--- src/verilog/dcache_pkg.sv ---
package dcache_pkg;

    // default geometry, 16 lines of 4 words
    localparam int def_index_bits    = 4;
    localparam int def_word_off_bits = 2;

    typedef logic [31:0] word_t;
    typedef logic [31:0] addr_t;
    typedef logic [3:0]  strb_t;

    typedef enum logic [1:0] {op_none, op_read, op_write} cpu_op_t;

    typedef struct packed {
        cpu_op_t op;
        addr_t   addr;
        word_t   wdata;
        strb_t   strb;
    } cpu_req_t;

    // one read beat from memory
    typedef struct packed {
        word_t r_data;
        logic  r_valid;
        logic  r_last;
    } mem_rd_t;

    typedef enum logic [3:0] {
        st_idle, st_read_done, st_write_hit, st_write_done,
        st_wb_req, st_wb_wait, st_refill_req, st_refill_wait,
        st_fill, st_fill_done
    } ctrl_state_t;

endpackage

--- src/verilog/dcache_line_store.sv ---
`timescale 1ns/1ns
module dcache_line_store
    import dcache_pkg::*;
#(
    parameter int  index_bits    = def_index_bits,
    parameter int  word_off_bits = def_word_off_bits,
    localparam int tag_bits      = 30 - index_bits - word_off_bits,
    localparam int line_bits     = 32 << word_off_bits,
    localparam int lines         = 1 << index_bits
) (
    input  logic                     clk,
    input  logic                     resetn,
    input  logic [index_bits-1:0]    index,
    input  logic                     word_we,
    input  logic [word_off_bits-1:0] word_off,
    input  word_t                    word_data,
    input  strb_t                    word_strb,
    input  logic                     fill_we,
    input  logic [tag_bits-1:0]      fill_tag,
    input  logic [line_bits-1:0]     fill_data,
    input  logic                     fill_dirty_bit,
    input  logic                     clean_we,
    output logic [tag_bits-1:0]      rd_tag,
    output logic                     rd_valid,
    output logic                     rd_dirty,
    output logic [line_bits-1:0]     rd_line
);

    logic [tag_bits-1:0]  tag_mem  [lines];
    logic [line_bits-1:0] data_mem [lines];
    logic [lines-1:0]     valid_q;
    logic [lines-1:0]     dirty_q;

    assign rd_tag   = tag_mem[index];
    assign rd_line  = data_mem[index];
    assign rd_valid = valid_q[index];
    assign rd_dirty = dirty_q[index];

    always_ff @(posedge clk) begin
        if (fill_we) begin
            tag_mem[index]  <= fill_tag;
            data_mem[index] <= fill_data;
        end else if (word_we) begin
            for (int b = 0; b < 4; b++) begin
                if (word_strb[b]) begin
                    data_mem[index][{word_off, 5'd0} + 8 * b +: 8] <= word_data[8 * b +: 8];
                end
            end
        end
    end

    always_ff @(posedge clk) begin
        if (!resetn) begin
            valid_q <= '0;
            dirty_q <= '0;
        end else if (fill_we) begin
            valid_q[index] <= 1'b1;
            dirty_q[index] <= fill_dirty_bit;
        end else if (word_we) begin
            dirty_q[index] <= 1'b1;
        end else if (clean_we) begin
            dirty_q[index] <= 1'b0;
        end
    end

    a_one_write: assert property (@(posedge clk) disable iff (!resetn)
        !(word_we && fill_we));

endmodule

--- src/verilog/line_burst_port.sv ---
`timescale 1ns/1ns
module line_burst_port
    import dcache_pkg::*;
#(
    parameter int  word_off_bits = def_word_off_bits,
    localparam int words         = 1 << word_off_bits,
    localparam int line_bits     = 32 * words
) (
    input  logic                     clk,
    input  logic                     resetn,
    input  logic                     refill_start,
    input  logic                     wb_start,
    input  addr_t                    line_addr,
    input  logic [line_bits-1:0]     wb_line,
    input  logic                     merge_en,
    input  logic [word_off_bits-1:0] merge_off,
    input  word_t                    merge_data,
    input  strb_t                    merge_strb,
    input  logic                     ar_ready,
    input  logic                     aw_ready,
    input  mem_rd_t                  rd,
    input  logic                     b_valid,
    output addr_t                    ar_addr,
    output logic                     ar_valid,
    output addr_t                    aw_addr,
    output logic                     aw_valid,
    output word_t                    w_data,
    output logic                     w_valid,
    output logic                     w_last,
    output logic                     refill_done,
    output logic [line_bits-1:0]     fill_line,
    output logic                     fill_dirty,
    output logic                     wb_done
);

    logic [word_off_bits-1:0] rd_cnt;
    logic [word_off_bits-1:0] wr_cnt;
    logic                     merge_en_q;
    logic [word_off_bits-1:0] merge_off_q;
    word_t                    merge_data_q;
    strb_t                    merge_strb_q;
    logic                     merge_hit;
    word_t                    beat_word;
    logic                     wait_b;

    assign merge_hit = merge_en_q && (rd_cnt == merge_off_q);

    // pending store bytes replace the memory bytes
    always_comb begin
        beat_word = rd.r_data;
        if (merge_hit) begin
            for (int b = 0; b < 4; b++) begin
                if (merge_strb_q[b]) begin
                    beat_word[8 * b +: 8] = merge_data_q[8 * b +: 8];
                end
            end
        end
    end

    always_ff @(posedge clk) begin
        if (refill_start) begin
            ar_addr      <= line_addr;
            merge_en_q   <= merge_en;
            merge_off_q  <= merge_off;
            merge_data_q <= merge_data;
            merge_strb_q <= merge_strb;
        end
        if (wb_start) begin
            aw_addr <= line_addr;
        end
        if (rd.r_valid) begin
            fill_line[{rd_cnt, 5'd0} +: 32] <= beat_word;
        end
    end

    // refill side
    always_ff @(posedge clk) begin
        if (!resetn) begin
            ar_valid    <= 1'b0;
            rd_cnt      <= '0;
            fill_dirty  <= 1'b0;
            refill_done <= 1'b0;
        end else begin
            refill_done <= 1'b0;
            if (refill_start) begin
                ar_valid   <= 1'b1;
                rd_cnt     <= '0;
                fill_dirty <= 1'b0;
            end else if (ar_valid && ar_ready) begin
                ar_valid <= 1'b0;
            end
            if (rd.r_valid) begin
                rd_cnt <= rd_cnt + 1'b1;
                if (merge_hit) begin
                    fill_dirty <= 1'b1;
                end
                if (rd.r_last) begin
                    refill_done <= 1'b1;
                end
            end
        end
    end

    // writeback streams the victim, one beat per cycle
    assign w_data = wb_line[{wr_cnt, 5'd0} +: 32];
    assign w_last = w_valid && (&wr_cnt);

    always_ff @(posedge clk) begin
        if (!resetn) begin
            aw_valid <= 1'b0;
            w_valid  <= 1'b0;
            wr_cnt   <= '0;
            wait_b   <= 1'b0;
            wb_done  <= 1'b0;
        end else begin
            wb_done <= 1'b0;
            if (wb_start) begin
                aw_valid <= 1'b1;
            end else if (aw_valid && aw_ready) begin
                aw_valid <= 1'b0;
                w_valid  <= 1'b1;
                wr_cnt   <= '0;
            end
            if (w_valid) begin
                wr_cnt <= wr_cnt + 1'b1;
                if (&wr_cnt) begin
                    w_valid <= 1'b0;
                    wait_b  <= 1'b1;
                end
            end
            if (wait_b && b_valid) begin
                wait_b  <= 1'b0;
                wb_done <= 1'b1;
            end
        end
    end

    a_ar_hold: assert property (@(posedge clk) disable iff (!resetn)
        (ar_valid && !ar_ready) |=> (ar_valid && $stable(ar_addr)));

    a_r_last: assert property (@(posedge clk) disable iff (!resetn)
        rd.r_valid |-> (rd.r_last == (&rd_cnt)));

endmodule

--- src/verilog/dcache_ctrl.sv ---
`timescale 1ns/1ns
module dcache_ctrl
    import dcache_pkg::*;
#(
    parameter int  index_bits    = def_index_bits,
    parameter int  word_off_bits = def_word_off_bits,
    localparam int tag_bits      = 30 - index_bits - word_off_bits,
    localparam int line_bits     = 32 << word_off_bits
) (
    input  logic                     clk,
    input  logic                     resetn,
    input  cpu_req_t                 req,
    output logic                     stall,
    output word_t                    rdata,
    input  logic [tag_bits-1:0]      rd_tag,
    input  logic                     rd_valid,
    input  logic                     rd_dirty,
    input  logic [line_bits-1:0]     rd_line,
    output logic [index_bits-1:0]    index,
    output logic                     word_we,
    output logic [word_off_bits-1:0] word_off,
    output word_t                    word_data,
    output strb_t                    word_strb,
    output logic                     fill_we,
    output logic [tag_bits-1:0]      fill_tag,
    output logic [line_bits-1:0]     fill_data,
    output logic                     fill_dirty_bit,
    output logic                     clean_we,
    input  logic                     refill_done,
    input  logic [line_bits-1:0]     fill_line,
    input  logic                     fill_dirty,
    input  logic                     wb_done,
    output logic                     refill_start,
    output logic                     wb_start,
    output addr_t                    line_addr,
    output logic                     merge_en,
    output logic [word_off_bits-1:0] merge_off,
    output word_t                    merge_data,
    output strb_t                    merge_strb
);

    ctrl_state_t          state;
    ctrl_state_t          next_state;
    logic [tag_bits-1:0]  tag;
    logic                 hit;
    logic [line_bits-1:0] fill_buf;
    logic                 fill_dirty_q;

    assign tag      = req.addr[31 -: tag_bits];
    assign index    = req.addr[word_off_bits + 2 +: index_bits];
    assign word_off = req.addr[2 +: word_off_bits];
    assign hit      = rd_valid && (rd_tag == tag);

    assign word_data      = req.wdata;
    assign word_strb      = req.strb;
    assign fill_tag       = tag;
    assign fill_data      = fill_buf;
    assign fill_dirty_bit = fill_dirty_q;

    // store merge travels with the refill command
    assign merge_en   = (req.op == op_write);
    assign merge_off  = word_off;
    assign merge_data = req.wdata;
    assign merge_strb = req.strb;

    // victim address during writeback, request line otherwise
    assign line_addr = (state == st_wb_req) ?
                       {rd_tag, index, {(word_off_bits + 2){1'b0}}} :
                       {tag, index, {(word_off_bits + 2){1'b0}}};

    always_comb begin
        next_state   = state;
        stall        = 1'b1;
        rdata        = '0;
        word_we      = 1'b0;
        fill_we      = 1'b0;
        clean_we     = 1'b0;
        wb_start     = 1'b0;
        refill_start = 1'b0;
        case (state)
            st_idle: begin
                stall = (req.op != op_none);
                if (req.op != op_none) begin
                    if (hit) begin
                        next_state = (req.op == op_write) ? st_write_hit : st_read_done;
                    end else if (rd_valid && rd_dirty) begin
                        next_state = st_wb_req;
                    end else begin
                        next_state = st_refill_req;
                    end
                end
            end
            st_read_done, st_fill_done: begin
                stall      = 1'b0;
                rdata      = rd_line[{word_off, 5'd0} +: 32];
                next_state = st_idle;
            end
            st_write_hit: begin
                word_we    = 1'b1;
                next_state = st_write_done;
            end
            st_write_done: begin
                stall      = 1'b0;
                next_state = st_idle;
            end
            st_wb_req: begin
                wb_start   = 1'b1;
                next_state = st_wb_wait;
            end
            st_wb_wait: begin
                if (wb_done) begin
                    clean_we   = 1'b1;
                    next_state = st_refill_req;
                end
            end
            st_refill_req: begin
                refill_start = 1'b1;
                next_state   = st_refill_wait;
            end
            st_refill_wait: begin
                if (refill_done) begin
                    next_state = st_fill;
                end
            end
            st_fill: begin
                fill_we    = 1'b1;
                next_state = st_fill_done;
            end
            default: next_state = st_idle;
        endcase
    end

    always_ff @(posedge clk) begin
        if (!resetn) begin
            state <= st_idle;
        end else begin
            state <= next_state;
        end
    end

    // refilled line is held until st_fill
    always_ff @(posedge clk) begin
        if (refill_done) begin
            fill_buf     <= fill_line;
            fill_dirty_q <= fill_dirty;
        end
    end

    // burst completions only arrive while the matching wait state stalls the cpu
    a_refill_done: assert property (@(posedge clk) disable iff (!resetn)
        refill_done |-> (state == st_refill_wait));

    a_wb_done: assert property (@(posedge clk) disable iff (!resetn)
        wb_done |-> (state == st_wb_wait));

endmodule

--- src/verilog/dcache_top.sv ---
`timescale 1ns/1ns
module dcache_top
    import dcache_pkg::*;
#(
    parameter int  index_bits    = def_index_bits,
    parameter int  word_off_bits = def_word_off_bits,
    localparam int tag_bits      = 30 - index_bits - word_off_bits,
    localparam int line_bits     = 32 << word_off_bits
) (
    input  logic     clk,
    input  logic     resetn,
    input  cpu_req_t req,
    output logic     stall,
    output word_t    rdata,
    output addr_t    ar_addr,
    output logic     ar_valid,
    input  logic     ar_ready,
    input  mem_rd_t  rd,
    output addr_t    aw_addr,
    output logic     aw_valid,
    input  logic     aw_ready,
    output word_t    w_data,
    output logic     w_valid,
    output logic     w_last,
    input  logic     b_valid
);

    // controller to line store
    logic [index_bits-1:0]    index;
    logic                     word_we;
    logic [word_off_bits-1:0] word_off;
    word_t                    word_data;
    strb_t                    word_strb;
    logic                     fill_we;
    logic [tag_bits-1:0]      fill_tag;
    logic [line_bits-1:0]     fill_data;
    logic                     fill_dirty_bit;
    logic                     clean_we;

    // line store read port
    logic [tag_bits-1:0]      rd_tag;
    logic                     rd_valid;
    logic                     rd_dirty;
    logic [line_bits-1:0]     rd_line;

    // controller and burst port
    logic                     refill_start;
    logic                     wb_start;
    addr_t                    line_addr;
    logic                     merge_en;
    logic [word_off_bits-1:0] merge_off;
    word_t                    merge_data;
    strb_t                    merge_strb;
    logic                     refill_done;
    logic [line_bits-1:0]     fill_line;
    logic                     fill_dirty;
    logic                     wb_done;

    dcache_ctrl #(
        .index_bits    (index_bits),
        .word_off_bits (word_off_bits)
    ) dcache_ctrl_inst (.*);

    dcache_line_store #(
        .index_bits    (index_bits),
        .word_off_bits (word_off_bits)
    ) dcache_line_store_inst (.*);

    // victim line is read straight from the store
    line_burst_port #(
        .word_off_bits (word_off_bits)
    ) line_burst_port_inst (
        .wb_line (rd_line),
        .*
    );

endmodule

--- config.mk ---
export PLATFORM = sky130hd
export DESIGN_NAME = dcache_top
export DESIGN_NICKNAME = d
export VERILOG_FILES = /design/src/verilog/dcache_pkg.sv /design/src/verilog/dcache_line_store.sv /design/src/verilog/line_burst_port.sv /design/src/verilog/dcache_ctrl.sv /design/src/verilog/dcache_top.sv
export SDC_FILE = /design/constraint.sdc
export NUM_CORES = 2
export LEC_CHECK = 0
export ABC_CLOCK_PERIOD_IN_PS = 4500
export BUFFER_PORTS_ARGS = -buffer_cell sky130_fd_sc_hd__buf_4
export CAP_MARGIN = 20
export CORE_ASPECT_RATIO = 2
export CORE_MARGIN = 2
export CORE_UTILIZATION = 50
export CTS_CLUSTER_DIAMETER = 40
export DETAILED_ROUTE_END_ITERATION = 10
export PLACE_DENSITY = 0.68
export REMOVE_ABC_BUFFERS = 1
export SLEW_MARGIN = 25
export SYNTH_ARGS = -nofsm -noshare
export SYNTH_HDL_FRONTEND = slang
export SYNTH_SLANG_ARGS = --single-unit
--- constraint.sdc ---
create_clock -name clk -period 4.5 [get_ports clk]
set_clock_uncertainty 0.2 [all_clocks]
set_input_delay 0.675 -clock clk [delete_from_list [all_inputs] [get_ports clk]]
set_output_delay 0.675 -clock clk [all_outputs]
set_load 0.02 [all_outputs]
# Word level (Yosys, flattened, before mapping)
# Memories as Yosys holds them, arrays and structs flattened.
# Cells that the tools add are included.
[op_classes]
n_addsub = 10
magnitude_cmp = 2
n_eq_ne = 16
shifts = 12
mux = 580
bitwise = 517
reduce_logical = 23
[op_table]
columns = ["operator", "count"]
rows = [
  ["1-bit two-way mux", 548],
  ["128-bit two-way mux", 4],
  ["1-bit bitwise OR", 512],
  ["8-bit by 34-bit variable shift with 128-bit output, first input constant", 4],
  ["8-bit by 34-bit indexed part select with 128-bit output", 4],
  ["128-bit by 8-bit indexed part select with 32-bit output", 2],
  ["128-bit bitwise mux", 1],
  ["32-bit by 9-bit variable shift with 128-bit output, first input constant", 1],
  ["32-bit by 9-bit indexed part select with 128-bit output", 1],
  ["32-bit negator with 34-bit output", 3],
  ["32-bit two-way mux", 3],
  ["16-bit two-way mux", 3],
  ["7-bit negator with 34-bit output", 1],
  ["8-bit two-way mux", 4],
  ["16-bit bitwise OR", 2],
  ["4-bit case mux with 7 select lines", 1],
  ["24-bit == test", 1],
  ["7-bit by 5-bit adder with 8-bit output, second input constant", 2],
  ["16-bit bitwise AND", 1],
  ["16-bit bitwise mux", 1],
  ["4-bit by 3-bit == test with 1-bit output, second input constant", 4],
  ["4-bit two-way mux", 4],
  ["16-bit inverter", 1],
  ["2-bit two-way mux", 7],
  ["23 further kinds", 45],
]
[word_totals]
reg_bits = 407
mem_bits_rw = 2432
out_inout_bits = 133
elab_cells = 1183
n_memories = 2
[mem_list]
columns = ["name", "depth", "word_bits", "rd", "rd_ports_with_merged_regs", "write_ports", "line_no", "source"]
rows = [
  ["dcache_line_store_inst.data_mem", 16, 128, 1, 0, 1, "dcache_line_store.sv:30", "logic [line_bits-1:0] data_mem [lines];"],
  ["dcache_line_store_inst.tag_mem", 16, 24, 1, 0, 1, "dcache_line_store.sv:29", "logic [tag_bits-1:0] tag_mem [lines];"],
]

# Longest topological paths before layout
[logic_depth]
word_depth = 9
ltp_mapped = 13
ltp_nobuf = 9

# By module
# A second synthesis with hierarchy kept.
[unflattened]
hier_cells = 5507
area_unflattened_um2 = 111934.9
[modules_own_cells]
columns = ["module", "n_inst", "cells_each", "area_per_inst_um2"]
rows = [
  ["dcache_line_store", 1, 4514, 95444.0],
  ["line_burst_port", 1, 560, 9834.4],
  ["dcache_ctrl", 1, 433, 6656.4],
]

# Least setup slack after synthesis
# OpenSTA, ideal clock, no wires.
[synth_path]
kind = "input to output"
start = "input req[40] in the netlist's numbering"
end = "output rdata[0]"
arrival_ps = 3379
required_time_ps = 3625
setup_slack_ps = 246
cell_stages = 8
path_buffers = 4
path_cell_list = "buf_6 -> buf_6 -> buf_2 -> buf_1 -> mux4_2 -> mux4_2 -> mux4_2 -> nor2b_1"
[synth_between]
elab_chain_cells = 3
[synth_rtl]
columns = ["item", "line_no", "source"]
rows = [
  ["start: declaration", "dcache_top.sv:12", "input cpu_req_t req,"],
  ["memory read 16 x 128 bit", "--", ""],
  ["128-bit by 8-bit indexed part select with 32-bit output", "dcache_ctrl.sv:95", "rdata = rd_line[{word_off, 5'd0} +: 32];"],
  ["32-bit two-way mux", "dcache_ctrl.sv:80", "case (state)"],
  ["end: declaration", "dcache_top.sv:14", "output word_t rdata,"],
]
# Every way passes these cells.

# Final worst setup path
[layout_path]
start = "input req[40] in the netlist's numbering"
end = "output rdata[23]"
# The elaborated chain is that of the path after synthesis.

==> metrics <==
status finished, final reports clean; insertion delay to the later sink of the worst-skew pair 900 ps; Final period util 0.976; Ys Warns 0; share of Yosys cell area claimed by the top area cell type 0.754; largest fanout on the critical path 18; slowest cell delay on critical path 540 ps; asr flop ratio synth 0; # setup viols final 0; Worst-path clk slew approximately 60 ps; crit path max-delay cell type mux4_2; Total Neg Setup Slack 0 ps; post-synthesis sequential element count between 2k and 3k; Gate power share 0.073; fraction of layout cells with a size suffix above 1 0.317; FF/Latch Area between 0.08 and 0.09 mm^2; Clock Power Share 0.381; delay-heaviest family, CP multiplexers; count leader, synth edfxtp_1; Worst Tran Pin Value about 1200 ps; GR Util All Layers 0.255; vias per cell about 6; PwrDens ~420 mW/mm^2; Max VDD drop around 0.00035 V; Reg power frac 0.546; routed wire length approximately 290000 um; Cells after Synth 5331; shortest period the worst path allows around 4400 ps; Startpoint Class primary input; global route overflow 0; Root Driver clkbuf_16; nets@finish 6230; Max-Cap Viols 0; main flop type after synthesis edfxtp_1; die area 0.226 mm^2; PortBufs 231; CTS Buf Count roughly 230; total core area approximately 0.22 mm^2; maximum number of pins on one net before global-route repair 70; area post-placement approximately 0.12 mm^2; crit end category primary output; Synth area leaders edfxtp_1 75%, mux4_2 16%, nor2_1 1.6%, nand2_1 1.1%, dfxtp_1 0.85%; Fin. Hold Viols 0; WL/cell between 30 and 40 um; worst hold path class primary input to register; Final Power roughly 53 mW; cell taking the most area after synthesis edfxtp_1; Post-synth EDFFs 2784; Detail Placement HPWL just over 200000 um; FILL cells between 15k and 20k; syn_area_per_cell approximately 21 um^2; Crit Path Class primary input to primary output; Setup Buffers After CTS 0; Core Rows between 200 and 250; setup ws final about 110 ps; Sw Share 0.217; Max Root-Sink Buffers 4; via count ~56k; Crit path top cell by count mux4_2; post-synthesis sequential area ratio 0.762; H-tree lvl count 4; Slew Limit Fails 0; number of DRC markers in iteration 0 between 5k and 6k; placed cell count approximately 8.8k; Final Instance Area between 0.1 and 0.15 mm^2; CTS tree yes; Cell Chain, Critical Path buf_12, buf_12, buf_4, mux4_2, mux4_2, mux4_2, nor2b_1, buf_4; Finished Core Util 0.582; Unique masters post-synth around 60; P&R area growth vs syn 15.9%; die width about 340 um; commonest cells in the netlist 2784 x edfxtp_1, 799 x mux4_2, 468 x nor2_1, 314 x nand2_1, 187 x clkbuf_1; initial antenna violation count 21; Rel. slew slack 0.229; post-route non-filler standard cell count a little over 9k; multi-input logic area around 0.025 mm^2; Leakage 41.7 nW; io pins approximately 240; initial core utilization 0.502; DIE HEIGHT roughly 670 um; smallest hold slack approximately 69 ps; total internal power between 40 and 50 mW; P_sw between 10 and 15 mW; RSZ-0062 raised after global routing no; DRC violations left 0; global-route wire length before repair 407000 um; drt pass-1 iters 7; maximum clock frequency between 200 and 250 MHz; vias in the first global route 58.2k; CTS Sinks approximately 2.8k; Post-Syn Area approximately 0.11 mm^2; WP data required about 3600 ps; gpl congestion slightly below 0.9; Critical path buffers and inverters 4; Post-DRT Antenna Nets 0; dpl ws 50.8 ps; Arrival @ worst endpoint 3520 ps
==> cells by family after synthesis <==
| group | share of synthesized area |
|---|---|
| buffers and inverters | 0.0139 |
| AOI/OAI and AO/OA | 0.0163 |
| adders and majority gates | 0.00124 |
| DFF | 0.762 |
| muxes | 0.171 |
| other | 0.0000338 |
| xor gates and xnor gates | 0.00182 |
| and+or+nand+nor | 0.0339 |
==> final cells by class <==
| class | count | area share |
|---|---|---|
| Tap cell | 2952 | 0.0287 |
| Antenna cell | 23 | 0.000448 |
| Clock buffer | 277 | 0.0468 |
| Multi-Input combinational cell | 2156 | 0.195 |
| Inverter | 32 | 0.00106 |
| Timing Repair Buffer | 857 | 0.0584 |
| Clock inverter | 135 | 0.0115 |
| Sequential cell | 2831 | 0.658 |
==> worst reg2reg max path: cells and delay by family (launching register included) <==
kind          cells  cell delay, ps
flops             1             410
buf+inv           1             350
simple gates      6            2180
==> power groups by stage <==
stage	Sequential [mW]	Clock [mW]	Combinational [mW]
after CTS	29.2	20.7	3.90
after floorplan	29.9	0	1.72
final	29.2	20.4	3.90
after global placement	29.8	0	3.75
after global routing	29.2	21.5	4.08
after detailed placement	29.8	0	3.83
==> layout by cell type, fill, tap and decap left out, types with 10 or more instances in the layout <==
cell type and count:
nor2b_1 39, a22oi_1 13, nor2_1 441, and2_1 23
ha_1 11, nor2_2 11, clkinvlp_4 10, buf_4 708
nand3_1 27, clkinv_1 39, mux2i_1 67, diode_2 23
mux2_2 22, edfxtp_1 2784, clkbuf_16 233, mux4_2 799
clkbuf_1 42, clkinv_2 41, bufinv_16 29, dlygate4sd3_1 78
o21a_1 18, inv_1 27, nand2_1 305, a31oi_1 13
dfxtp_1 44, o21ai_1 29, nor2_4 16, o22ai_1 14
buf_12 69, o21ai_0 148, a21oi_1 23, xnor2_1 16
==> state kept, by name, summed over array words and instances, names as in the netlist, 4 cells and up, named ones only <==
name,cells
dcache_line_store_inst.tag_mem,384
dcache_line_store_inst.valid_q,16
line_burst_port_inst.ar_addr,28
line_burst_port_inst.fill_line,128
dcache_ctrl_inst.state,4
line_burst_port_inst.aw_addr,28
dcache_ctrl_inst.fill_data,128
line_burst_port_inst.merge_data_q,32
dcache_line_store_inst.data_mem,2048
line_burst_port_inst.merge_strb_q,4
==> metal layers <==
layer | global-route usage | part of all wire | up-vias
met4 | 0.118 | 0.053 | 12
met3 | 0.0415 | 0.069 | 646
met2 | 0.472 | 0.55 | 2352
met1 | 0.283 | 0.33 | 29400
li1 | - | - | 23300
met5 | 0 | 0.00028 | -
==> path summary, 6_finish.rpt <==
| path | from | to | slack [ps] | cells after the start |
|---|---|---|---|---|
| hold reg to reg | line_burst_port_inst.fill_line[41] | dcache_ctrl_inst.fill_data[41] | 190 | 0 |
| setup reg to reg | dcache_ctrl_inst.state[3] | dcache_line_store_inst.data_mem[15][57] | 940 | 7 |
| setup / recovery | req[40] | rdata[23] | 110 | 8 |
| hold / removal | rd[20] | line_burst_port_inst.fill_line[50] | 70 | 3 |
==> repair_timing <==
| action | CTS | global route |
|---|---|---|
| hold endpoints to repair | 460 | 0 |
| setup endpoints to repair | 0 | 1 |
| gates resized for setup | 0 | 1 |
| hold buffers | 78 | 0 |
(Power assumes the default switching activity.)
